## config.mk

```make
export PLATFORM = sky130hd
export DESIGN_NAME = coffee_main_ctrl
export DESIGN_NICKNAME = d
export VERILOG_FILES = /design/src/logic/brew_ctrl_pkg.sv /design/src/logic/machine_io_pkg.sv /design/src/logic/coffee_main_ctrl.sv /design/src/logic/status_decoder.sv /design/src/logic/recipe_handshake.sv /design/src/logic/dwell_timer.sv /design/src/logic/brew_sequencer.sv
export SDC_FILE = /design/constraint.sdc
export NUM_CORES = 1
export LEC_CHECK = 0
export BUFFER_PORTS_ARGS = -buffer_cell sky130_fd_sc_hd__buf_2
export CORE_AREA = 4 4 64 66
export DETAILED_ROUTE_END_ITERATION = 8
export DIE_AREA = 0 0 68 70
export PLACE_DENSITY = 0.73
export SLEW_MARGIN = 5
export SYNTH_ARGS = -nofsm -noshare
export SYNTH_HDL_FRONTEND = slang
export SYNTH_SLANG_ARGS = --single-unit
export TNS_END_PERCENT = 30
```

## constraint.sdc

```tcl
create_clock -name clk -period 2.3 [get_ports clk]
set_input_delay 0.115 -clock clk [delete_from_list [all_inputs] [get_ports clk]]
set_output_delay 0.115 -clock clk [all_outputs]
set_load 0.03 [all_outputs]
```

## src/logic/brew_ctrl_pkg.sv

```systemverilog
// Controller-side definitions shared by the coffee machine main controller blocks
package brew_ctrl_pkg;

    // ==============================
    // Controller states
    // ==============================

    // Sequencer states, 11 of the 16 codes are used
    typedef enum logic [3:0] {
        INIT,
        SPLASH,
        ERROR_CYCLE,
        IDLE,
        HEATING,
        READY,
        VALIDATE,
        BREWING,
        COMPLETE,
        COOLDOWN,
        MAINTENANCE
    } ctrl_state_t;

    // ==============================
    // Dwell timer limits
    // ==============================

    // Counter width, all limits must fit below the saturation value
    localparam int DWELL_W = 8;

    typedef logic [DWELL_W-1:0] dwell_count_t;

    // Cycles of boot delay before the splash screen
    localparam dwell_count_t INIT_CYCLES = 8'd20;
    // Cycles of cooldown after an abort
    localparam dwell_count_t COOLDOWN_CYCLES = 8'd40;
    // Cycles the completion screen waits for the user
    localparam dwell_count_t COMPLETE_TIMEOUT_CYCLES = 8'd200;

    // ==============================
    // Status encodings
    // ==============================

    // Brew progress shown to the display, gaps are reserved for recipe stages
    typedef enum logic [2:0] {
        STAGE_NONE     = 3'd0,
        STAGE_HEATING  = 3'd1,
        STAGE_BREWING  = 3'd2,
        STAGE_COMPLETE = 3'd7
    } brew_stage_t;

    // Target mode for the water temperature controller
    typedef enum logic [1:0] {
        TEMP_STANDBY = 2'b00,
        TEMP_BREWING = 2'b01
    } temp_mode_t;

endpackage
```

## src/logic/machine_io_pkg.sv

```systemverilog
// Port groups of the main controller, one packed struct per neighbouring block
package machine_io_pkg;

    // ==============================
    // Menu navigator
    // ==============================

    // Screen code from the menu navigator, only the screens we react to get names
    typedef logic [3:0] menu_screen_t;

    localparam menu_screen_t MENU_SPLASH        = 4'd0;
    localparam menu_screen_t MENU_MAINTENANCE   = 4'd9;
    localparam menu_screen_t MENU_ABORT_CONFIRM = 4'd11;

    typedef struct packed {
        menu_screen_t screen;
        // One-cycle pulse on user confirmation
        logic         start;
        // Level while the hidden menu is requested
        logic         maintenance;
    } menu_cmd_t;

    // ==============================
    // Inputs from the other blocks
    // ==============================

    // Error handler summary
    typedef struct packed {
        logic       critical;
        logic [3:0] warnings;
    } fault_status_t;

    // Water temperature controller
    typedef struct packed {
        logic system_ok;
        logic temp_ready;
        logic pressure_ready;
    } water_status_t;

    // Recipe engine progress
    typedef struct packed {
        logic active;
        logic complete;
        logic valid;
    } recipe_status_t;

    // ==============================
    // Internal and output groups
    // ==============================

    // Expiry levels from the dwell timer
    typedef struct packed {
        logic init_done;
        logic cooldown_done;
        logic complete_timeout;
    } dwell_flags_t;

    // Registered status and water control
    typedef struct packed {
        logic                     ready;
        logic                     active;
        logic                     fault;
        logic                     heating_enable;
        brew_ctrl_pkg::temp_mode_t  temp_mode;
        logic                     error_cycle_enable;
        logic                     service_timer_enable;
        brew_ctrl_pkg::brew_stage_t brew_stage;
    } machine_status_t;

endpackage

```

## src/logic/coffee_main_ctrl.sv

```systemverilog
// Top of the coffee machine main controller, connects sequencer, timer and output blocks
module coffee_main_ctrl (
    input  logic                            clk,
    input  logic                            rst_n,
    input  machine_io_pkg::menu_cmd_t       menu,
    input  machine_io_pkg::fault_status_t   faults,
    input  machine_io_pkg::water_status_t   water,
    input  machine_io_pkg::recipe_status_t  recipe,
    output logic                            recipe_start,
    output logic                            recipe_abort,
    output machine_io_pkg::machine_status_t status
);

    // Current controller state, fanned out to every block
    brew_ctrl_pkg::ctrl_state_t   state;
    // Dwell expiries back to the sequencer
    machine_io_pkg::dwell_flags_t dwell;
    // Engine has gone active during this brew
    logic                         recipe_started;

    // ==============================
    // State sequencing
    // ==============================

    brew_sequencer u_sequencer (
        .clk            (clk),
        .rst_n          (rst_n),
        .menu           (menu),
        .faults         (faults),
        .water          (water),
        .recipe         (recipe),
        .dwell          (dwell),
        .recipe_started (recipe_started),
        .state          (state)
    );

    dwell_timer u_dwell_timer (
        .clk   (clk),
        .rst_n (rst_n),
        .state (state),
        .dwell (dwell)
    );

    // ==============================
    // Outputs
    // ==============================

    recipe_handshake u_recipe_hs (
        .clk            (clk),
        .rst_n          (rst_n),
        .state          (state),
        .recipe_active  (recipe.active),
        .recipe_start   (recipe_start),
        .recipe_abort   (recipe_abort),
        .recipe_started (recipe_started)
    );

    status_decoder u_status (
        .clk           (clk),
        .rst_n         (rst_n),
        .state         (state),
        .critical      (faults.critical),
        .recipe_active (recipe.active),
        .status        (status)
    );

endmodule

```

## src/logic/status_decoder.sv

```systemverilog
// Registered per-state status, water heating control and brew stage for the display
module status_decoder (
    input  logic                            clk,
    input  logic                            rst_n,
    input  brew_ctrl_pkg::ctrl_state_t      state,
    input  logic                            critical,
    input  logic                            recipe_active,
    output machine_io_pkg::machine_status_t status
);

    machine_io_pkg::machine_status_t status_d;

    // ==============================
    // Per-state table
    // ==============================

    always_comb begin
        // Idle defaults that each state overrides as needed
        status_d                      = '0;
        status_d.temp_mode            = brew_ctrl_pkg::TEMP_STANDBY;
        status_d.brew_stage           = brew_ctrl_pkg::STAGE_NONE;
        status_d.service_timer_enable = 1'b1;
        case (state)
            brew_ctrl_pkg::INIT: begin
                status_d.active               = 1'b1;
                status_d.service_timer_enable = 1'b0;
            end
            brew_ctrl_pkg::ERROR_CYCLE: begin
                status_d.fault              = critical;
                status_d.error_cycle_enable = 1'b1;
            end
            brew_ctrl_pkg::IDLE: begin
                status_d.ready = 1'b1;
            end
            brew_ctrl_pkg::HEATING: begin
                status_d.active     = 1'b1;
                status_d.brew_stage = brew_ctrl_pkg::STAGE_HEATING;
            end
            brew_ctrl_pkg::READY, brew_ctrl_pkg::VALIDATE: begin
                status_d.ready = 1'b1;
            end
            brew_ctrl_pkg::BREWING: begin
                status_d.active = 1'b1;
                // Stage moves only once the engine runs and holds otherwise
                if (recipe_active)
                    status_d.brew_stage = brew_ctrl_pkg::STAGE_BREWING;
                else
                    status_d.brew_stage = status.brew_stage;
            end
            brew_ctrl_pkg::COMPLETE: begin
                status_d.brew_stage = brew_ctrl_pkg::STAGE_COMPLETE;
            end
            brew_ctrl_pkg::COOLDOWN: begin
                status_d.active = 1'b1;
            end
            brew_ctrl_pkg::MAINTENANCE: begin
                // Service hours do not accrue while a technician is working
                status_d.service_timer_enable = 1'b0;
            end
            default: begin
                // SPLASH and unused codes keep the idle defaults
            end
        endcase

        // Water kept hot from heating until the completion screen ends
        if (state inside {brew_ctrl_pkg::HEATING, brew_ctrl_pkg::READY,
                          brew_ctrl_pkg::VALIDATE, brew_ctrl_pkg::BREWING,
                          brew_ctrl_pkg::COMPLETE}) begin
            status_d.heating_enable = 1'b1;
            status_d.temp_mode      = brew_ctrl_pkg::TEMP_BREWING;
        end
    end

    // ==============================
    // Output register
    // ==============================

    always_ff @(posedge clk or negedge rst_n) begin
        if (!rst_n) begin
            status            <= '0;
            status.temp_mode  <= brew_ctrl_pkg::TEMP_STANDBY;
            status.brew_stage <= brew_ctrl_pkg::STAGE_NONE;
        end else begin
            status <= status_d;
        end
    end

endmodule

```

## src/logic/recipe_handshake.sv

```systemverilog
// Start and abort handshake with the recipe engine around the BREWING state
module recipe_handshake (
    input  logic                       clk,
    input  logic                       rst_n,
    input  brew_ctrl_pkg::ctrl_state_t state,
    input  logic                       recipe_active,
    output logic                       recipe_start,
    output logic                       recipe_abort,
    output logic                       recipe_started
);

    brew_ctrl_pkg::ctrl_state_t prev_state;
    logic                       started_q;
    logic                       in_brewing;
    logic                       brew_entry;
    logic                       brew_exit;

    assign in_brewing = (state == brew_ctrl_pkg::BREWING);
    assign brew_entry = in_brewing && (prev_state != brew_ctrl_pkg::BREWING);
    assign brew_exit  = !in_brewing && (prev_state == brew_ctrl_pkg::BREWING);

    // ==============================
    // Acknowledge tracking
    // ==============================

    // Flag from an earlier brew is hidden on the entry cycle
    assign recipe_started = started_q && !brew_entry;

    always_ff @(posedge clk or negedge rst_n) begin
        if (!rst_n) begin
            prev_state <= brew_ctrl_pkg::INIT;
            started_q  <= 1'b0;
        end else begin
            prev_state <= state;
            if (in_brewing)
                started_q <= recipe_started | recipe_active;
        end
    end

    // ==============================
    // Engine strobes
    // ==============================

    // Request held from the first BREWING cycle until the engine goes active
    assign recipe_start = in_brewing && !recipe_started;

    // A normal finish goes to COMPLETE, anything else stops the engine
    assign recipe_abort = brew_exit && (state != brew_ctrl_pkg::COMPLETE);

endmodule

```

## src/logic/dwell_timer.sv

```systemverilog
// Counts cycles spent in the current state and raises the INIT, COOLDOWN and COMPLETE expiries
module dwell_timer (
    input  logic                         clk,
    input  logic                         rst_n,
    input  brew_ctrl_pkg::ctrl_state_t   state,
    output machine_io_pkg::dwell_flags_t dwell
);

    brew_ctrl_pkg::ctrl_state_t prev_state;
    brew_ctrl_pkg::dwell_count_t count_q;
    // Count as seen by the comparators this cycle
    brew_ctrl_pkg::dwell_count_t count;
    logic                        state_changed;

    assign state_changed = (state != prev_state);
    // Zero on the first cycle of a new state
    assign count = state_changed ? '0 : count_q;

    // ==============================
    // Counter
    // ==============================

    always_ff @(posedge clk or negedge rst_n) begin
        if (!rst_n) begin
            prev_state <= brew_ctrl_pkg::INIT;
            count_q    <= '0;
        end else begin
            prev_state <= state;
            // Saturate at all ones
            if (count != '1)
                count_q <= count + 1'b1;
            else
                count_q <= count;
        end
    end

    // ==============================
    // Expiry levels
    // ==============================

    always_comb begin
        dwell.init_done = (state == brew_ctrl_pkg::INIT) &&
                          (count >= brew_ctrl_pkg::INIT_CYCLES);
        dwell.cooldown_done = (state == brew_ctrl_pkg::COOLDOWN) &&
                              (count >= brew_ctrl_pkg::COOLDOWN_CYCLES);
        dwell.complete_timeout = (state == brew_ctrl_pkg::COMPLETE) &&
                                 (count >= brew_ctrl_pkg::COMPLETE_TIMEOUT_CYCLES);
    end

endmodule

```

## src/logic/brew_sequencer.sv

```systemverilog
// Main controller FSM, holds the state register and applies the transition rules
module brew_sequencer (
    input  logic                           clk,
    input  logic                           rst_n,
    input  machine_io_pkg::menu_cmd_t      menu,
    input  machine_io_pkg::fault_status_t  faults,
    input  machine_io_pkg::water_status_t  water,
    input  machine_io_pkg::recipe_status_t recipe,
    input  machine_io_pkg::dwell_flags_t   dwell,
    input  logic                           recipe_started,
    output brew_ctrl_pkg::ctrl_state_t     state
);

    brew_ctrl_pkg::ctrl_state_t state_next;

    // Decoded menu conditions
    logic on_splash;
    logic on_abort;
    logic any_warning;

    assign on_splash   = (menu.screen == machine_io_pkg::MENU_SPLASH);
    assign on_abort    = (menu.screen == machine_io_pkg::MENU_ABORT_CONFIRM);
    assign any_warning = (faults.warnings != 4'd0);

    // ==============================
    // State register
    // ==============================

    always_ff @(posedge clk or negedge rst_n) begin
        if (!rst_n) begin
            state <= brew_ctrl_pkg::INIT;
        end else begin
            state <= state_next;
        end
    end

    // ==============================
    // Next state, checks in priority order
    // ==============================

    always_comb begin
        state_next = state;
        case (state)
            brew_ctrl_pkg::INIT: begin
                if (dwell.init_done)
                    state_next = brew_ctrl_pkg::SPLASH;
            end
            brew_ctrl_pkg::SPLASH: begin
                if (menu.maintenance)
                    state_next = brew_ctrl_pkg::MAINTENANCE;
                else if (faults.critical || any_warning)
                    state_next = brew_ctrl_pkg::ERROR_CYCLE;
                else if (menu.start)
                    state_next = brew_ctrl_pkg::IDLE;
            end
            brew_ctrl_pkg::ERROR_CYCLE: begin
                // Start lets the user carry on past warnings, never past a critical error
                if (menu.maintenance)
                    state_next = brew_ctrl_pkg::MAINTENANCE;
                else if (menu.start && !faults.critical)
                    state_next = brew_ctrl_pkg::IDLE;
                else if (!faults.critical && !any_warning)
                    state_next = brew_ctrl_pkg::SPLASH;
            end
            brew_ctrl_pkg::IDLE: begin
                // Waits here while the user walks the selection screens
                if (faults.critical)
                    state_next = brew_ctrl_pkg::ERROR_CYCLE;
                else if (menu.maintenance)
                    state_next = brew_ctrl_pkg::MAINTENANCE;
                else if (menu.start)
                    state_next = water.system_ok ? brew_ctrl_pkg::READY : brew_ctrl_pkg::HEATING;
                else if (on_splash)
                    state_next = brew_ctrl_pkg::SPLASH;
            end
            brew_ctrl_pkg::HEATING: begin
                if (faults.critical)
                    state_next = brew_ctrl_pkg::ERROR_CYCLE;
                else if (on_abort)
                    state_next = brew_ctrl_pkg::COOLDOWN;
                else if (water.temp_ready && water.pressure_ready)
                    state_next = brew_ctrl_pkg::VALIDATE;
            end
            brew_ctrl_pkg::READY: begin
                if (faults.critical)
                    state_next = brew_ctrl_pkg::ERROR_CYCLE;
                else if (menu.maintenance)
                    state_next = brew_ctrl_pkg::MAINTENANCE;
                else if (menu.start && recipe.valid)
                    state_next = brew_ctrl_pkg::VALIDATE;
                else if (on_splash)
                    state_next = brew_ctrl_pkg::SPLASH;
                else if (!water.system_ok)
                    state_next = brew_ctrl_pkg::HEATING;
            end
            brew_ctrl_pkg::VALIDATE: begin
                // Single-cycle check, every branch leaves
                if (faults.critical)
                    state_next = brew_ctrl_pkg::ERROR_CYCLE;
                else if (!recipe.valid)
                    state_next = brew_ctrl_pkg::IDLE;
                else if (!water.temp_ready || !water.pressure_ready)
                    state_next = brew_ctrl_pkg::HEATING;
                else
                    state_next = brew_ctrl_pkg::BREWING;
            end
            brew_ctrl_pkg::BREWING: begin
                if (faults.critical) begin
                    state_next = brew_ctrl_pkg::ERROR_CYCLE;
                end else if (on_abort) begin
                    // Hold until the engine has actually stopped
                    if (!recipe.active)
                        state_next = brew_ctrl_pkg::COOLDOWN;
                end else if (recipe.complete && recipe_started) begin
                    state_next = brew_ctrl_pkg::COMPLETE;
                end else if (!recipe.active && recipe_started) begin
                    // Engine stopped without finishing
                    state_next = brew_ctrl_pkg::ERROR_CYCLE;
                end
            end
            brew_ctrl_pkg::COMPLETE: begin
                if (menu.start || dwell.complete_timeout)
                    state_next = brew_ctrl_pkg::SPLASH;
            end
            brew_ctrl_pkg::COOLDOWN: begin
                if (dwell.cooldown_done)
                    state_next = brew_ctrl_pkg::SPLASH;
            end
            brew_ctrl_pkg::MAINTENANCE: begin
                if (menu.screen != machine_io_pkg::MENU_MAINTENANCE)
                    state_next = brew_ctrl_pkg::SPLASH;
            end
            default: begin
                state_next = brew_ctrl_pkg::INIT;
            end
        endcase
    end

endmodule

```

==> report_table.html, run 1 <==
<table>
<tr><th>Metric</th><th>Value</th></tr>
<tr><th colspan="2">Outcome</th></tr>
<tr><td>Result of the run</td><td>complete, but fails checks</td></tr>
<tr><td>Failing checks</td><td>negative setup slack</td></tr>
<tr><th colspan="2">Cells and area</th></tr>
<tr><td>Number of nets in the finished design</td><td>between 200 and 300</td></tr>
<tr><td>Layout cells sized above 1</td><td>0.302</td></tr>
<tr><td>Multi-input logic area</td><td>992 um2</td></tr>
<tr><td>Number of antenna cells inserted</td><td>0</td></tr>
<tr><td>Post-Layout Inst Area</td><td>approximately 0.0021 mm2</td></tr>
<tr><td>Number of filler cells placed in the layout</td><td>approximately 330</td></tr>
<tr><td>Fin cells</td><td>between 200 and 300</td></tr>
<tr><td>Storage cell area</td><td>651 um2</td></tr>
<tr><td>Syn-to-layout area delta</td><td>23.4%</td></tr>
<tr><th colspan="2">STA</th></tr>
<tr><td>Portion of the clock cycle consumed by the worst path in the final layout</td><td>1.00</td></tr>
<tr><td>Final period demand of the worst path</td><td>2.31 ns</td></tr>
<tr><td>Post-route clock skew</td><td>0.00583 ns</td></tr>
<tr><td>WHS</td><td>~0.087 ns</td></tr>
<tr><td>Final count of negative-setup-slack endpoints</td><td>1</td></tr>
<tr><td>Fin worst setup slack</td><td>-0.00588 ns</td></tr>
<tr><td>Relative max-transition margin</td><td>0.618</td></tr>
<tr><td>Achievable clock frequency</td><td>~0.43 GHz</td></tr>
<tr><td>Setup repair after global routing missed its margin</td><td>true</td></tr>
<tr><td>Hold Fails Final Rpt</td><td>0</td></tr>
<tr><td>Max-slew violation count</td><td>0</td></tr>
<tr><td>Worst-margin pin slew</td><td>roughly 0.57 ns</td></tr>
<tr><th colspan="2">Global routing</th></tr>
<tr><td>Wire length of the first global-routing pass</td><td>between 7 and 8 mm</td></tr>
<tr><td>Number of antenna violations at the first check in global routing</td><td>0</td></tr>
<tr><td>Via count of the first global-routing pass</td><td>about 1500</td></tr>
<tr><td>Overall global routing resource usage</td><td>0.193</td></tr>
<tr><td>Maximum number of pins on one net before global-route repair</td><td>27</td></tr>
<tr><td>Sum of overflow across all layers after global routing</td><td>0</td></tr>
<tr><th colspan="2">Setup path</th></tr>
<tr><td>Worst setup SP type</td><td>flip-flop</td></tr>
<tr><td>Endpoint class of the critical path</td><td>flip-flop</td></tr>
<tr><td>Startpoint-to-endpoint class of the critical path</td><td>reg2reg</td></tr>
<tr><td>Highest fanout seen on the critical path</td><td>4</td></tr>
<tr><td>Data arrival time of the critical path</td><td>between 2 and 3 ns</td></tr>
<tr><td>Required time reported for the critical path endpoint</td><td>roughly 2.5 ns</td></tr>
<tr><th colspan="2">Synthesis</th></tr>
<tr><td>Most area-hungry cell type in the Yosys netlist</td><td>dfrtp_1</td></tr>
<tr><td>Synthesized flop and latch total</td><td>26</td></tr>
<tr><td>Post-synth EDFFs</td><td>0</td></tr>
<tr><td>Average instance area after synthesis</td><td>slightly above 9 um2</td></tr>
<tr><td>Cell variety after synth</td><td>57</td></tr>
<tr><td>Top cells by area in the synthesized netlist</td><td>dfrtp_1 (38%), xor2_1 (5.1%), nand2_1 (3.7%), o21ai_0 (2.9%), a21oi_1 (2.6%)</td></tr>
<tr><td>Synthesized cell area</td><td>roughly 0.0017 mm2</td></tr>
<tr><td>Seq/Total Area, Yosys</td><td>0.380</td></tr>
<tr><td>Gate count after technology mapping</td><td>~190</td></tr>
<tr><td>Post-synthesis net count</td><td>207</td></tr>
<tr><td>Share of async-settable or async-resettable flops after synthesis</td><td>1.00</td></tr>
<tr><td>Number of warnings printed during yosys synthesis</td><td>0</td></tr>
<tr><td>Primary FF master, synth</td><td>dfrtp_1</td></tr>
<tr><td>Yosys top cell area share</td><td>0.380</td></tr>
<tr><th colspan="2">Clock network</th></tr>
<tr><td>Maximum buffer depth of the clock tree</td><td>2</td></tr>
<tr><td>Number of buffers inserted during clock tree synthesis</td><td>3</td></tr>
<tr><td>CTS root buffer</td><td>clkbuf_4</td></tr>
<tr><td>Sinks on the clock net</td><td>26</td></tr>
<tr><td>CTS tree</td><td>done</td></tr>
<tr><td>Skew-Pair Late Insertion Delay</td><td>between 0.3 and 0.4 ns</td></tr>
<tr><td>Number of H-tree levels</td><td>1</td></tr>
<tr><td>Clock-pin transition on the worst setup and hold timing paths</td><td>0.15 ns</td></tr>
<tr><th colspan="2">Route</th></tr>
<tr><td>Pre-antenna DRT Iters</td><td>4</td></tr>
<tr><td>Via total after detailed routing</td><td>1598</td></tr>
<tr><td>Residual antenna-violating net count after detailed routing</td><td>0</td></tr>
<tr><td>Number of DRC markers in iteration 0</td><td>between 100 and 150</td></tr>
<tr><td>Vias/cell</td><td>around 5.7</td></tr>
<tr><td>Number of remaining DRC errors</td><td>0</td></tr>
<tr><td>Average wire per standard cell</td><td>around 15 um</td></tr>
<tr><td>Detailed Route WL</td><td>about 4.3 mm</td></tr>
<tr><th colspan="2">Place</th></tr>
<tr><td>HPWL Detailed</td><td>approximately 3.1 mm</td></tr>
<tr><td>Number of I/O port buffers</td><td>30</td></tr>
<tr><td>Placed instance count</td><td>268</td></tr>
<tr><td>Placer Congestion</td><td>0.882</td></tr>
<tr><td>Total cell area at the placement stage</td><td>~0.0020 mm2</td></tr>
<tr><th colspan="2">Floorplanning</th></tr>
<tr><td>Die X</td><td>just under 70 um</td></tr>
<tr><td>Starting utilization of the core area</td><td>0.478</td></tr>
<tr><td>Area enclosed by the die boundary</td><td>roughly 0.0048 mm2</td></tr>
<tr><td>Vertical die dimension</td><td>~70 um</td></tr>
<tr><td>Area of the core region</td><td>~0.0036 mm2</td></tr>
<tr><td>Count of pins on the block boundary</td><td>32</td></tr>
<tr><td>Total number of placement rows</td><td>22</td></tr>
<tr><th colspan="2">Pwr</th></tr>
<tr><td>Max VDD drop</td><td>572 uV</td></tr>
<tr><td>P per Cell Area</td><td>1170 mW/mm2</td></tr>
<tr><td>Overall Power</td><td>roughly 2.5 mW</td></tr>
<tr><td>Cell leakage power</td><td>about 1.0 nW</td></tr>
<tr><th colspan="2">Min path</th></tr>
<tr><td>Kind of path behind the tightest hold check</td><td>in2reg</td></tr>
<tr><th colspan="2">Run</th></tr>
<tr><td>Count of max-cap constraint violations</td><td>0</td></tr>
</table>
-- worst paths after layout --
check	start	slack, ns	to	cells past startpoint
max in group asynchronous	rst_n	1.62	u_dwell_timer.count_q[2]$_DFF_PN0_	2
setup reg to reg	u_sequencer.state[1]$_DFFE_PN0P_	-0.006	u_dwell_timer.count_q[3]$_DFF_PN0_	11
hold reg to reg	u_status.status[2]$_DFFE_PN0P_	0.51	u_status.status[2]$_DFFE_PN0P_	2
min in group asynchronous	rst_n	0.30	u_status.status[10]$_DFF_PN0_	2
hold / removal	recipe[2]	0.09	u_status.status[2]$_DFFE_PN0P_	4
setup / recovery	u_sequencer.state[1]$_DFFE_PN0P_	-0.006	u_dwell_timer.count_q[3]$_DFF_PN0_	11
-- worst max-delay path, stage by stage, from the launching register on --
cell and delay, ns:
dfrtp_1 0.42, xor2_1 0.19, nor4_4 0.34, nand2_1 0.11, inv_1 0.07, ha_2 0.17
and3_4 0.19, and3_1 0.18, nand4_1 0.17, nand4_1 0.15, xor2_1 0.15, nor2_1 0.05
-- registers in the layout (all words and copies together), names as in the netlist --
signal / flops
u_recipe_hs.prev_state: 4
u_dwell_timer.count_q: 8
u_sequencer.state: 4
u_recipe_hs.started_q: 1
u_status.status: 9
-- layout make-up --
cell class | count | area share
inverters | 8 | 0.0142
repair buffers | 53 | 0.154
multi-input cells | 141 | 0.470
well taps | 48 | 0.0285
flip-flops and latches | 26 | 0.308
clock buffers | 3 | 0.0107
clock inverters | 1 | 0.0142
-- cell families (layout without fill, tap and decap cells) --
kind of cell	Yosys count	in the layout	share of synthesized area
AND/OR/NAND/NOR	76	76	0.268
AO/OA/AOI/OAI	45	45	0.192
flip-flops	26	26	0.380
buffers and inverters	19	65	0.0505
XOR/XNOR	13	13	0.0666
multiplexers	4	4	0.0249
adder cells (fa/ha/maj)	2	2	0.0146
other	1	1	0.00219
-- where the power goes --
part           switching (mW)  internal [mW]
clock                   0.145          0.176
combinational           0.862          0.620
sequential             0.0770          0.596
-- synthesized netlist by cell type, types with 3 or more instances --
cell,number
nor2b_1,3
nand2b_1,5
and3_1,4
o21ai_0,10
xnor2_1,3
nor3_1,8
nand3_1,5
nand2_1,17
or4_1,3
buf_2,6
a21oi_1,9
nor2_1,11
a211oi_1,4
inv_1,7
xor2_1,10
dfrtp_1,26
-- cell usage in the layout, fill, tap and decap left out, types with 2 or more instances in the layout --
| master | instances |
|---|---|
| a211oi_1 | 4 |
| nor2b_1 | 2 |
| or3_1 | 2 |
| o22ai_1 | 2 |
| inv_1 | 7 |
| xnor2_1 | 3 |
| mux2i_1 | 2 |
| buf_2 | 30 |
| nand4_1 | 2 |
| nand2_1 | 17 |
| nor4_1 | 2 |
| nand4b_1 | 2 |
| and3_1 | 3 |
| nor3_1 | 8 |
| nor4_4 | 3 |
| xor2_1 | 10 |
| nand3_1 | 5 |
| or4_1 | 3 |
| dfrtp_1 | 26 |
| buf_4 | 22 |
| nor2_1 | 11 |
| a2111oi_0 | 2 |
| clkbuf_4 | 3 |
| o21ai_0 | 10 |
| nand3b_1 | 2 |
| a21oi_1 | 9 |
| a41oi_1 | 2 |
| nand2b_1 | 5 |
-- through the flow --
| stage | util | setup slack (ns) | TNS (ns) |
|---|---|---|---|
| finish | 0.590 | -0.00588 | -0.00588 |
| global route | 0.590 | -0.222 | -0.961 |
| CTS | 0.588 | -0.0163 | -0.0163 |
| detailed placement | 0.552 | -0.0373 | -0.0548 |
| global placement | 0.552 | 0.0900 | 0 |
| floorplan | - | -0.108 | -0.108 |
-- per-layer routing --
metal,track usage,part of all wire,up-vias
li1,-,-,779
met1,0.273,0.43,750
met2,0.306,0.50,56
met3,0.0161,0.047,13
met4,0.0618,0.020,0
met5,0,0,-
-- repair_timing --
action                                 CTS  global route
resized for setup                        2             2
setup buffers                            7             0
setup endpoints to repair                3            12
endpoints found under the hold margin   26             0
pin swaps                                4             4
hold buffers                             1             0
Power figures use the tool's default switching activity.
==> run 2, diff against run 1 <==
--- a/config.mk
+++ b/config.mk
@@ -5,7 +5,7 @@
 export SDC_FILE = /design/constraint.sdc
 export NUM_CORES = 1
 export LEC_CHECK = 0
-export BUFFER_PORTS_ARGS = -buffer_cell sky130_fd_sc_hd__buf_2
+export BUFFER_PORTS_ARGS = -buffer_cell sky130_fd_sc_hd__clkbuf_2
 export CORE_AREA = 4 4 64 66
 export DETAILED_ROUTE_END_ITERATION = 8
 export DIE_AREA = 0 0 68 70
==> report_table.html, run 2 (same netlist as run 1, synthesis figures left out) <==
<table>
<tr><th>Metric</th><th>Value</th></tr>
<tr><th colspan="2">Place</th></tr>
<tr><td>Placed instance count</td><td>approximately 270</td></tr>
<tr><td>Number of I/O port buffers</td><td>30</td></tr>
<tr><td>HPWL Detailed</td><td>3.04 mm</td></tr>
<tr><td>Placer Congestion</td><td>0.888</td></tr>
<tr><td>Total cell area at the placement stage</td><td>approximately 0.002 mm2</td></tr>
<tr><th colspan="2">Route</th></tr>
<tr><td>Detailed Route WL</td><td>approximately 4 mm</td></tr>
<tr><td>Via total after detailed routing</td><td>about 1500</td></tr>
<tr><td>Vias/cell</td><td>between 5 and 6</td></tr>
<tr><td>Residual antenna-violating net count after detailed routing</td><td>0</td></tr>
<tr><td>Pre-antenna DRT Iters</td><td>4</td></tr>
<tr><td>Number of remaining DRC errors</td><td>0</td></tr>
<tr><td>Number of DRC markers in iteration 0</td><td>65</td></tr>
<tr><td>Average wire per standard cell</td><td>roughly 14 um</td></tr>
<tr><th colspan="2">STA</th></tr>
<tr><td>Achievable clock frequency</td><td>approximately 0.42 GHz</td></tr>
<tr><td>Max-slew violation count</td><td>0</td></tr>
<tr><td>Setup repair after global routing missed its margin</td><td>true</td></tr>
<tr><td>Final period demand of the worst path</td><td>roughly 2.4 ns</td></tr>
<tr><td>Final count of negative-setup-slack endpoints</td><td>2</td></tr>
<tr><td>Hold Fails Final Rpt</td><td>0</td></tr>
<tr><td>Post-route clock skew</td><td>roughly 0.0090 ns</td></tr>
<tr><td>Worst-margin pin slew</td><td>around 0.64 ns</td></tr>
<tr><td>Relative max-transition margin</td><td>0.576</td></tr>
<tr><td>Portion of the clock cycle consumed by the worst path in the final layout</td><td>1.03</td></tr>
<tr><td>Fin worst setup slack</td><td>-0.0604 ns</td></tr>
<tr><th colspan="2">Clock network</th></tr>
<tr><td>Skew-Pair Late Insertion Delay</td><td>0.32 ns</td></tr>
<tr><td>Clock-pin transition on the worst setup and hold timing paths</td><td>approximately 0.14 ns</td></tr>
<tr><td>Number of buffers inserted during clock tree synthesis</td><td>3</td></tr>
<tr><td>Sinks on the clock net</td><td>26</td></tr>
<tr><td>Number of H-tree levels</td><td>1</td></tr>
<tr><td>Maximum buffer depth of the clock tree</td><td>2</td></tr>
<tr><td>CTS root buffer</td><td>clkbuf_4</td></tr>
<tr><td>CTS tree</td><td>done</td></tr>
<tr><th colspan="2">Setup path</th></tr>
<tr><td>Worst setup SP type</td><td>flip-flop</td></tr>
<tr><td>Data arrival time of the critical path</td><td>about 2.6 ns</td></tr>
<tr><td>Worst path cell trace</td><td>xor2_1 -&gt; nor4_4 -&gt; nand2_1 -&gt; inv_1 -&gt; ha_2 -&gt; and3_4 -&gt; and3_4 -&gt; nand4_1 -&gt; nand4_1 -&gt; xor2_1 -&gt; nor2_1</td></tr>
<tr><td>Setup slack of the most critical reg-to-reg path</td><td>-0.06 ns</td></tr>
<tr><td>Critical path's largest stage delay</td><td>roughly 0.42 ns</td></tr>
<tr><td>Required time reported for the critical path endpoint</td><td>between 2 and 3 ns</td></tr>
<tr><td>Highest fanout seen on the critical path</td><td>5</td></tr>
<tr><td>Cell with the largest stage delay on the worst path</td><td>dfrtp_1</td></tr>
<tr><td>Endpoint class of the critical path</td><td>flip-flop</td></tr>
<tr><td>Startpoint-to-endpoint class of the critical path</td><td>reg2reg</td></tr>
<tr><th colspan="2">Global routing</th></tr>
<tr><td>Via count of the first global-routing pass</td><td>1450</td></tr>
<tr><td>Maximum number of pins on one net before global-route repair</td><td>27</td></tr>
<tr><td>Overall global routing resource usage</td><td>0.178</td></tr>
<tr><td>Number of antenna violations at the first check in global routing</td><td>0</td></tr>
<tr><td>Wire length of the first global-routing pass</td><td>around 6.7 mm</td></tr>
<tr><td>Sum of overflow across all layers after global routing</td><td>0</td></tr>
<tr><th colspan="2">Cells and area</th></tr>
<tr><td>Final core area utilization</td><td>0.583</td></tr>
<tr><td>Most frequent cells in the layout</td><td>clkbuf_2 (30), dfrtp_1 (26), buf_4 (19), nand2_1 (17), nor2_1 (11)</td></tr>
<tr><td>Largest registers</td><td>u_status.status (9), u_dwell_timer.count_q (8)</td></tr>
<tr><td>Layout cells sized above 1</td><td>0.297</td></tr>
<tr><td>Number of filler cells placed in the layout</td><td>340</td></tr>
<tr><td>Number of antenna cells inserted</td><td>0</td></tr>
<tr><td>Fin cells</td><td>277</td></tr>
<tr><td>Post-Layout Inst Area</td><td>0.00208 mm2</td></tr>
<tr><td>Commonest non-fill, non-tap cell in the layout</td><td>clkbuf_2</td></tr>
<tr><td>Largest register FFs</td><td>9</td></tr>
<tr><td>Number of nets in the finished design</td><td>251</td></tr>
<tr><td>Top reg by flops</td><td>u_status.status</td></tr>
<tr><td>Syn-to-layout area delta</td><td>21.9%</td></tr>
<tr><th colspan="2">Floorplanning</th></tr>
<tr><td>Area of the core region</td><td>between 0.003 and 0.004 mm2</td></tr>
<tr><td>Vertical die dimension</td><td>~70 um</td></tr>
<tr><td>Starting utilization of the core area</td><td>0.478</td></tr>
<tr><td>Total number of placement rows</td><td>22</td></tr>
<tr><td>Area enclosed by the die boundary</td><td>about 0.0048 mm2</td></tr>
<tr><td>Count of pins on the block boundary</td><td>32</td></tr>
<tr><td>Die X</td><td>around 68 um</td></tr>
<tr><th colspan="2">Pwr</th></tr>
<tr><td>Max VDD drop</td><td>approximately 510 uV</td></tr>
<tr><td>Overall Power</td><td>around 2.4 mW</td></tr>
<tr><td>P per Cell Area</td><td>between 1000 and 1500 mW/mm2</td></tr>
<tr><td>Cell leakage power</td><td>0.982 nW</td></tr>
<tr><th colspan="2">Min path</th></tr>
<tr><td>Kind of path behind the tightest hold check</td><td>in2reg</td></tr>
<tr><th colspan="2">Outcome</th></tr>
<tr><td>Result of the run</td><td>complete, but fails checks</td></tr>
<tr><td>Failing checks</td><td>negative setup slack</td></tr>
<tr><th colspan="2">Run</th></tr>
<tr><td>Count of max-cap constraint violations</td><td>0</td></tr>
</table>
==> run 2: changes by cell type in the layout (fill, tap and decap cells not counted), sizes merged <==
cell	change
buf	-33
clkbuf	+30
==> run 2: metal layers <==
| layer | wire, um | track usage | vias up |
|---|---|---|---|
| li1 | - | - | 771 |
| met1 | 1820 | 0.246 | 696 |
| met2 | 1980 | 0.288 | 29 |
| met3 | 105 | 0.0209 | 6 |
| met4 | 55 | 0.0486 | 0 |
| met5 | 0 | 0 | - |
==> run 2: where the power goes <==
| group | leakage (nW) | internal, mW | total (mW) | switching [mW] |
|---|---|---|---|---|
| sequential | 0.337 | 0.596 | 0.669 | 0.0733 |
| combinational | 0.617 | 0.610 | 1.44 | 0.834 |
| clock | 0.0279 | 0.176 | 0.309 | 0.133 |
==> run 2: cell type report <==
class | count | area [um2] | share of cell area
flip-flops and latches | 26 | 651 | 0.312
repair buffers | 50 | 303 | 0.145
clock buffers | 3 | 22.5 | 0.0108
multi-input cells | 141 | 988 | 0.474
clock inverters | 1 | 30.0 | 0.0144
well taps | 48 | 60.1 | 0.0288
inverters | 8 | 30.0 | 0.0144
==> run 2: stage by stage <==
stage | setup WS, ns | TNS (ns) | hold slack, ns
floorplan | -0.108 | -0.108 | -0.181
global placement | 0.0889 | 0 | 0.163
detailed placement | 0.000147 | 0 | 0.159
CTS | -0.0156 | -0.0156 | 0.103
global route | -0.217 | -0.626 | 0.111
finish | -0.0604 | -0.0696 | 0.107
==> run 2: repair_timing <==
action,CTS,global route
buffers inserted,2,1
endpoints found under the hold margin,26,0
setup endpoints to repair,1,8
hold buffers,1,0
pin swaps,4,4
cloned,0,0
resized for setup,0,4
==> run 2: path summary, 6_finish.rpt <==
kind	startpoint	end	depth (start not counted)
worst max-delay path	u_sequencer.state[1]$_DFFE_PN0P_	u_dwell_timer.count_q[3]$_DFF_PN0_	11
worst min-delay path	recipe[2]	u_status.status[1]$_DFFE_PN0P_	3
worst max register to register	u_sequencer.state[1]$_DFFE_PN0P_	u_dwell_timer.count_q[3]$_DFF_PN0_	11
worst min register to register	u_status.status[2]$_DFFE_PN0P_	u_status.status[2]$_DFFE_PN0P_	2
max in group asynchronous	rst_n	u_dwell_timer.count_q[6]$_DFF_PN0_	2
min in group asynchronous	rst_n	u_status.status[3]$_DFF_PN0_	2
==> run 2: worst max-delay path, delay by kind of cell, from the launching register on <==
| kind | cells | cell delay [ns] |
|---|---|---|
| xor+xnor | 2 | 0.35 |
| fa+ha+maj | 1 | 0.19 |
| buf+inv | 1 | 0.08 |
| flops | 1 | 0.42 |
| simple gates | 7 | 1.23 |
==> run 3, diff against run 2 <==
--- a/config.mk
+++ b/config.mk
@@ -5,11 +5,12 @@
 export SDC_FILE = /design/constraint.sdc
 export NUM_CORES = 1
 export LEC_CHECK = 0
+export ABC_AREA = 1
 export BUFFER_PORTS_ARGS = -buffer_cell sky130_fd_sc_hd__clkbuf_2
-export CORE_AREA = 4 4 64 66
+export CORE_AREA = 4 4 66 68
 export DETAILED_ROUTE_END_ITERATION = 8
-export DIE_AREA = 0 0 68 70
-export PLACE_DENSITY = 0.73
+export DIE_AREA = 0 0 70 72
+export PLACE_DENSITY = 0.74
 export SLEW_MARGIN = 5
 export SYNTH_ARGS = -nofsm -noshare
 export SYNTH_HDL_FRONTEND = slang
==> report_table.html, run 3 <==
<table>
<tr><th>Metric</th><th>Value</th></tr>
<tr><th colspan="2">Outcome</th></tr>
<tr><td>Result of the run</td><td>complete, no violations</td></tr>
<tr><th colspan="2">Synthesis</th></tr>
<tr><td>Post-synthesis simple-gate area fraction</td><td>0.483</td></tr>
<tr><td>Cell variety after synth</td><td>29</td></tr>
<tr><td>Share of the synthesized area in compound gates (AO/OA/AOI/OAI)</td><td>0.0532</td></tr>
<tr><td>Seq/Total Area, Yosys</td><td>0.346</td></tr>
<tr><td>Synth Area in Adders</td><td>0.0133</td></tr>
<tr><td>Mux contribution to synthesized area</td><td>0</td></tr>
<tr><td>Top cells by area in the synthesized netlist</td><td>dfrtp_1 (35%), nand2_1 (15%), nor2_1 (7.6%), inv_1 (7.2%), nand3_1 (6.6%)</td></tr>
<tr><td>Number of warnings printed during yosys synthesis</td><td>0</td></tr>
<tr><td>Parity-gate share of the synthesized area counting xor and xnor cells</td><td>0.00930</td></tr>
<tr><td>Synthesized flop and latch total</td><td>26</td></tr>
<tr><td>Most area-hungry cell type in the Yosys netlist</td><td>dfrtp_1</td></tr>
<tr><td>Average instance area after synthesis</td><td>between 6 and 7 um2</td></tr>
<tr><td>Yosys top cell area share</td><td>0.346</td></tr>
<tr><td>Synthesized cell area</td><td>0.00188 mm2</td></tr>
<tr><td>Gate count after technology mapping</td><td>274</td></tr>
<tr><td>Commonest cells post-synth</td><td>nand2_1 (75), nor2_1 (38), inv_1 (36)</td></tr>
<tr><td>Share of async-settable or async-resettable flops after synthesis</td><td>1.00</td></tr>
<tr><td>Post-synth EDFFs</td><td>0</td></tr>
<tr><td>Largest family of logic cells by synthesized area</td><td>simple AND/OR/NAND/NOR gates</td></tr>
<tr><td>Most numerous cell in the Yosys netlist</td><td>nand2_1</td></tr>
<tr><td>Post-synthesis net count</td><td>between 200 and 300</td></tr>
<tr><td>Primary FF master, synth</td><td>dfrtp_1</td></tr>
<tr><th colspan="2">Global routing</th></tr>
<tr><td>Overall global routing resource usage</td><td>0.186</td></tr>
<tr><td>Maximum number of pins on one net before global-route repair</td><td>27</td></tr>
<tr><td>Wire length of the first global-routing pass</td><td>between 7 and 8 mm</td></tr>
<tr><td>Via count of the first global-routing pass</td><td>about 1700</td></tr>
<tr><td>Number of antenna violations at the first check in global routing</td><td>0</td></tr>
<tr><td>Sum of overflow across all layers after global routing</td><td>0</td></tr>
<tr><th colspan="2">Clock network</th></tr>
<tr><td>Maximum buffer depth of the clock tree</td><td>2</td></tr>
<tr><td>CTS root buffer</td><td>clkbuf_8</td></tr>
<tr><td>Clock-pin transition on the worst setup and hold timing paths</td><td>about 0.090 ns</td></tr>
<tr><td>Number of buffers inserted during clock tree synthesis</td><td>3</td></tr>
<tr><td>CTS tree</td><td>done</td></tr>
<tr><td>Sinks on the clock net</td><td>26</td></tr>
<tr><td>Skew-Pair Late Insertion Delay</td><td>roughly 0.28 ns</td></tr>
<tr><td>Number of H-tree levels</td><td>1</td></tr>
<tr><th colspan="2">Floorplanning</th></tr>
<tr><td>Area of the core region</td><td>0.00386 mm2</td></tr>
<tr><td>Area enclosed by the die boundary</td><td>a little over 0.005 mm2</td></tr>
<tr><td>Vertical die dimension</td><td>72 um</td></tr>
<tr><td>Total number of placement rows</td><td>23</td></tr>
<tr><td>Die X</td><td>roughly 70 um</td></tr>
<tr><td>Starting utilization of the core area</td><td>0.488</td></tr>
<tr><td>Count of pins on the block boundary</td><td>32</td></tr>
<tr><th colspan="2">Setup path</th></tr>
<tr><td>Data arrival time of the critical path</td><td>2.28 ns</td></tr>
<tr><td>Worst reg-to-reg path cell count</td><td>11</td></tr>
<tr><td>Highest fanout seen on the critical path</td><td>9</td></tr>
<tr><td>Worst setup SP type</td><td>flip-flop</td></tr>
<tr><td>Setup slack of the most critical reg-to-reg path</td><td>around 0.19 ns</td></tr>
<tr><td>Required time reported for the critical path endpoint</td><td>between 2 and 2.5 ns</td></tr>
<tr><td>Reg-to-reg critical path startpoint</td><td>u_sequencer.state[3]$_DFFE_PN0P_</td></tr>
<tr><td>Startpoint-to-endpoint class of the critical path</td><td>reg2reg</td></tr>
<tr><td>Endpoint class of the critical path</td><td>flip-flop</td></tr>
<tr><td>Destination of the worst register-to-register timing path</td><td>u_dwell_timer.count_q[1]$_DFF_PN0_</td></tr>
<tr><th colspan="2">Place</th></tr>
<tr><td>Placer Congestion</td><td>roughly 0.9</td></tr>
<tr><td>Number of I/O port buffers</td><td>30</td></tr>
<tr><td>HPWL Detailed</td><td>~3.5 mm</td></tr>
<tr><th colspan="2">STA</th></tr>
<tr><td>WHS</td><td>approximately 0.13 ns</td></tr>
<tr><td>Max-slew violation count</td><td>0</td></tr>
<tr><td>Final count of negative-setup-slack endpoints</td><td>0</td></tr>
<tr><td>Final period demand of the worst path</td><td>approximately 2.1 ns</td></tr>
<tr><td>Final TNS setup</td><td>0 ns</td></tr>
<tr><td>Achievable clock frequency</td><td>0.474 GHz</td></tr>
<tr><td>Portion of the clock cycle consumed by the worst path in the final layout</td><td>0.918</td></tr>
<tr><td>Post-route clock skew</td><td>between 0.005 and 0.006 ns</td></tr>
<tr><td>Worst-margin pin slew</td><td>roughly 0.65 ns</td></tr>
<tr><td>Relative max-transition margin</td><td>0.568</td></tr>
<tr><td>Hold Fails Final Rpt</td><td>0</td></tr>
<tr><th colspan="2">Min path</th></tr>
<tr><td>Kind of path behind the tightest hold check</td><td>in2reg</td></tr>
<tr><td>Worst hold path startpoint</td><td>recipe[2]</td></tr>
<tr><td>End of the worst hold path</td><td>u_status.status[1]$_DFFE_PN0P_</td></tr>
<tr><td>Number of instances on the worst hold path</td><td>3</td></tr>
<tr><th colspan="2">Route</th></tr>
<tr><td>Pre-antenna DRT Iters</td><td>4</td></tr>
<tr><td>Average wire per standard cell</td><td>about 12 um</td></tr>
<tr><td>Number of DRC markers in iteration 0</td><td>101</td></tr>
<tr><td>Residual antenna-violating net count after detailed routing</td><td>0</td></tr>
<tr><td>Detailed Route WL</td><td>approximately 4.4 mm</td></tr>
<tr><td>Number of remaining DRC errors</td><td>0</td></tr>
<tr><td>Via total after detailed routing</td><td>1818</td></tr>
<tr><td>Vias/cell</td><td>between 5 and 6</td></tr>
<tr><th colspan="2">Run</th></tr>
<tr><td>Count of max-cap constraint violations</td><td>0</td></tr>
<tr><th colspan="2">Cells and area</th></tr>
<tr><td>Top reg by flops</td><td>u_status.status</td></tr>
<tr><td>Most frequent cells in the layout</td><td>nand2_1 (75), nor2_1 (37), inv_1 (36), clkbuf_2 (30), nand3_1 (25)</td></tr>
<tr><td>Commonest non-fill, non-tap cell in the layout</td><td>nand2_1</td></tr>
<tr><td>Largest register FFs</td><td>9</td></tr>
<tr><td>Number of nets in the finished design</td><td>330</td></tr>
<tr><td>Largest registers</td><td>u_status.status (9), u_dwell_timer.count_q (8)</td></tr>
<tr><td>Number of antenna cells inserted</td><td>0</td></tr>
<tr><td>Layout cells sized above 1</td><td>0.244</td></tr>
<tr><td>Syn-to-layout area delta</td><td>16.1%</td></tr>
<tr><th colspan="2">Pwr</th></tr>
<tr><td>P per Cell Area</td><td>slightly above 1000 mW/mm2</td></tr>
<tr><td>Max VDD drop</td><td>around 340 uV</td></tr>
<tr><td>Cell leakage power</td><td>about 1.1 nW</td></tr>
<tr><td>Overall Power</td><td>around 2.3 mW</td></tr>
</table>
-- run 3: power by group --
part	switching (mW)	internal (mW)
registers	0.0991	0.590
clock network	0.152	0.233
logic	0.804	0.377
total	1.05	1.20
-- run 3: final cells by class --
class	count	area (um2)
flip-flops and latches	26	656
multi-input cells	204	1070
clock inverters	1	30.0
inverters	41	154
clock buffers	3	41.3
fillers	391	1670
repair buffers	33	175
well taps	50	62.6
-- run 3: worst max path at each step --
stage                                               endpoint  slack, ns                              from  depth (start not counted)
after detailed placement  u_dwell_timer.count_q[1]$_DFF_PN0_       0.13  u_sequencer.state[3]$_DFFE_PN0P_                         12
after global placement    u_dwell_timer.count_q[1]$_DFF_PN0_       0.23  u_sequencer.state[1]$_DFFE_PN0P_                         12
after CTS                 u_dwell_timer.count_q[1]$_DFF_PN0_       0.11  u_sequencer.state[2]$_DFFE_PN0P_                         12
after floorplan           u_dwell_timer.count_q[1]$_DFF_PN0_       0.33  u_sequencer.state[1]$_DFFE_PN0P_                         12
final                     u_dwell_timer.count_q[1]$_DFF_PN0_       0.19  u_sequencer.state[3]$_DFFE_PN0P_                         11
after global routing      u_dwell_timer.count_q[1]$_DFF_PN0_     -0.009  u_sequencer.state[3]$_DFFE_PN0P_                         12
-- run 3: logic make-up (layout without fill, tap and decap cells) --
family          after synthesis  in the layout
simple gates                181            181
buf+inv                      44             78
flops                        26             26
compound gates               18             18
fa+ha+maj                     2              2
xor+xnor                      2              2
other cells                   1              1
-- run 3: repair_timing --
item,4_1_cts,5_1_grt
hold buffers,1,0
setup buffers,0,2
endpoints found under the hold margin,26,0
resized for setup,0,7
setup endpoints to repair,0,4
-- run 3: critical path, stage by stage (launching register included) --
cell     delay [ns]
dfrtp_2        0.46
nand2_1        0.12
nand2_4        0.07
nor2_8         0.17
nand2_8        0.12
nor2_4         0.15
ha_2           0.22
inv_1          0.07
nor4_2         0.21
nand4_1        0.23
nand2_1        0.11
o21ai_1        0.06
-- run 3: through the flow --
stage | instances | utilization | setup slack [ns] | area, um2
detailed placement | 351 | 0.538 | 0.129 | 2070
CTS | 356 | 0.559 | 0.106 | 2150
global placement | 351 | 0.538 | 0.233 | 2070
finish | 358 | 0.567 | 0.188 | 2190
floorplan | 274 | - | 0.328 | 1880
global route | 358 | 0.567 | -0.00928 | 2190
-- run 3: metal layers --
metal | share of wire | vias to the layer above | track usage
li1 | - | 933 | -
met1 | 0.44 | 833 | 0.238
met2 | 0.49 | 44 | 0.325
met3 | 0.049 | 8 | 0.0222
met4 | 0.019 | 0 | 0.0702
met5 | 0 | - | 0
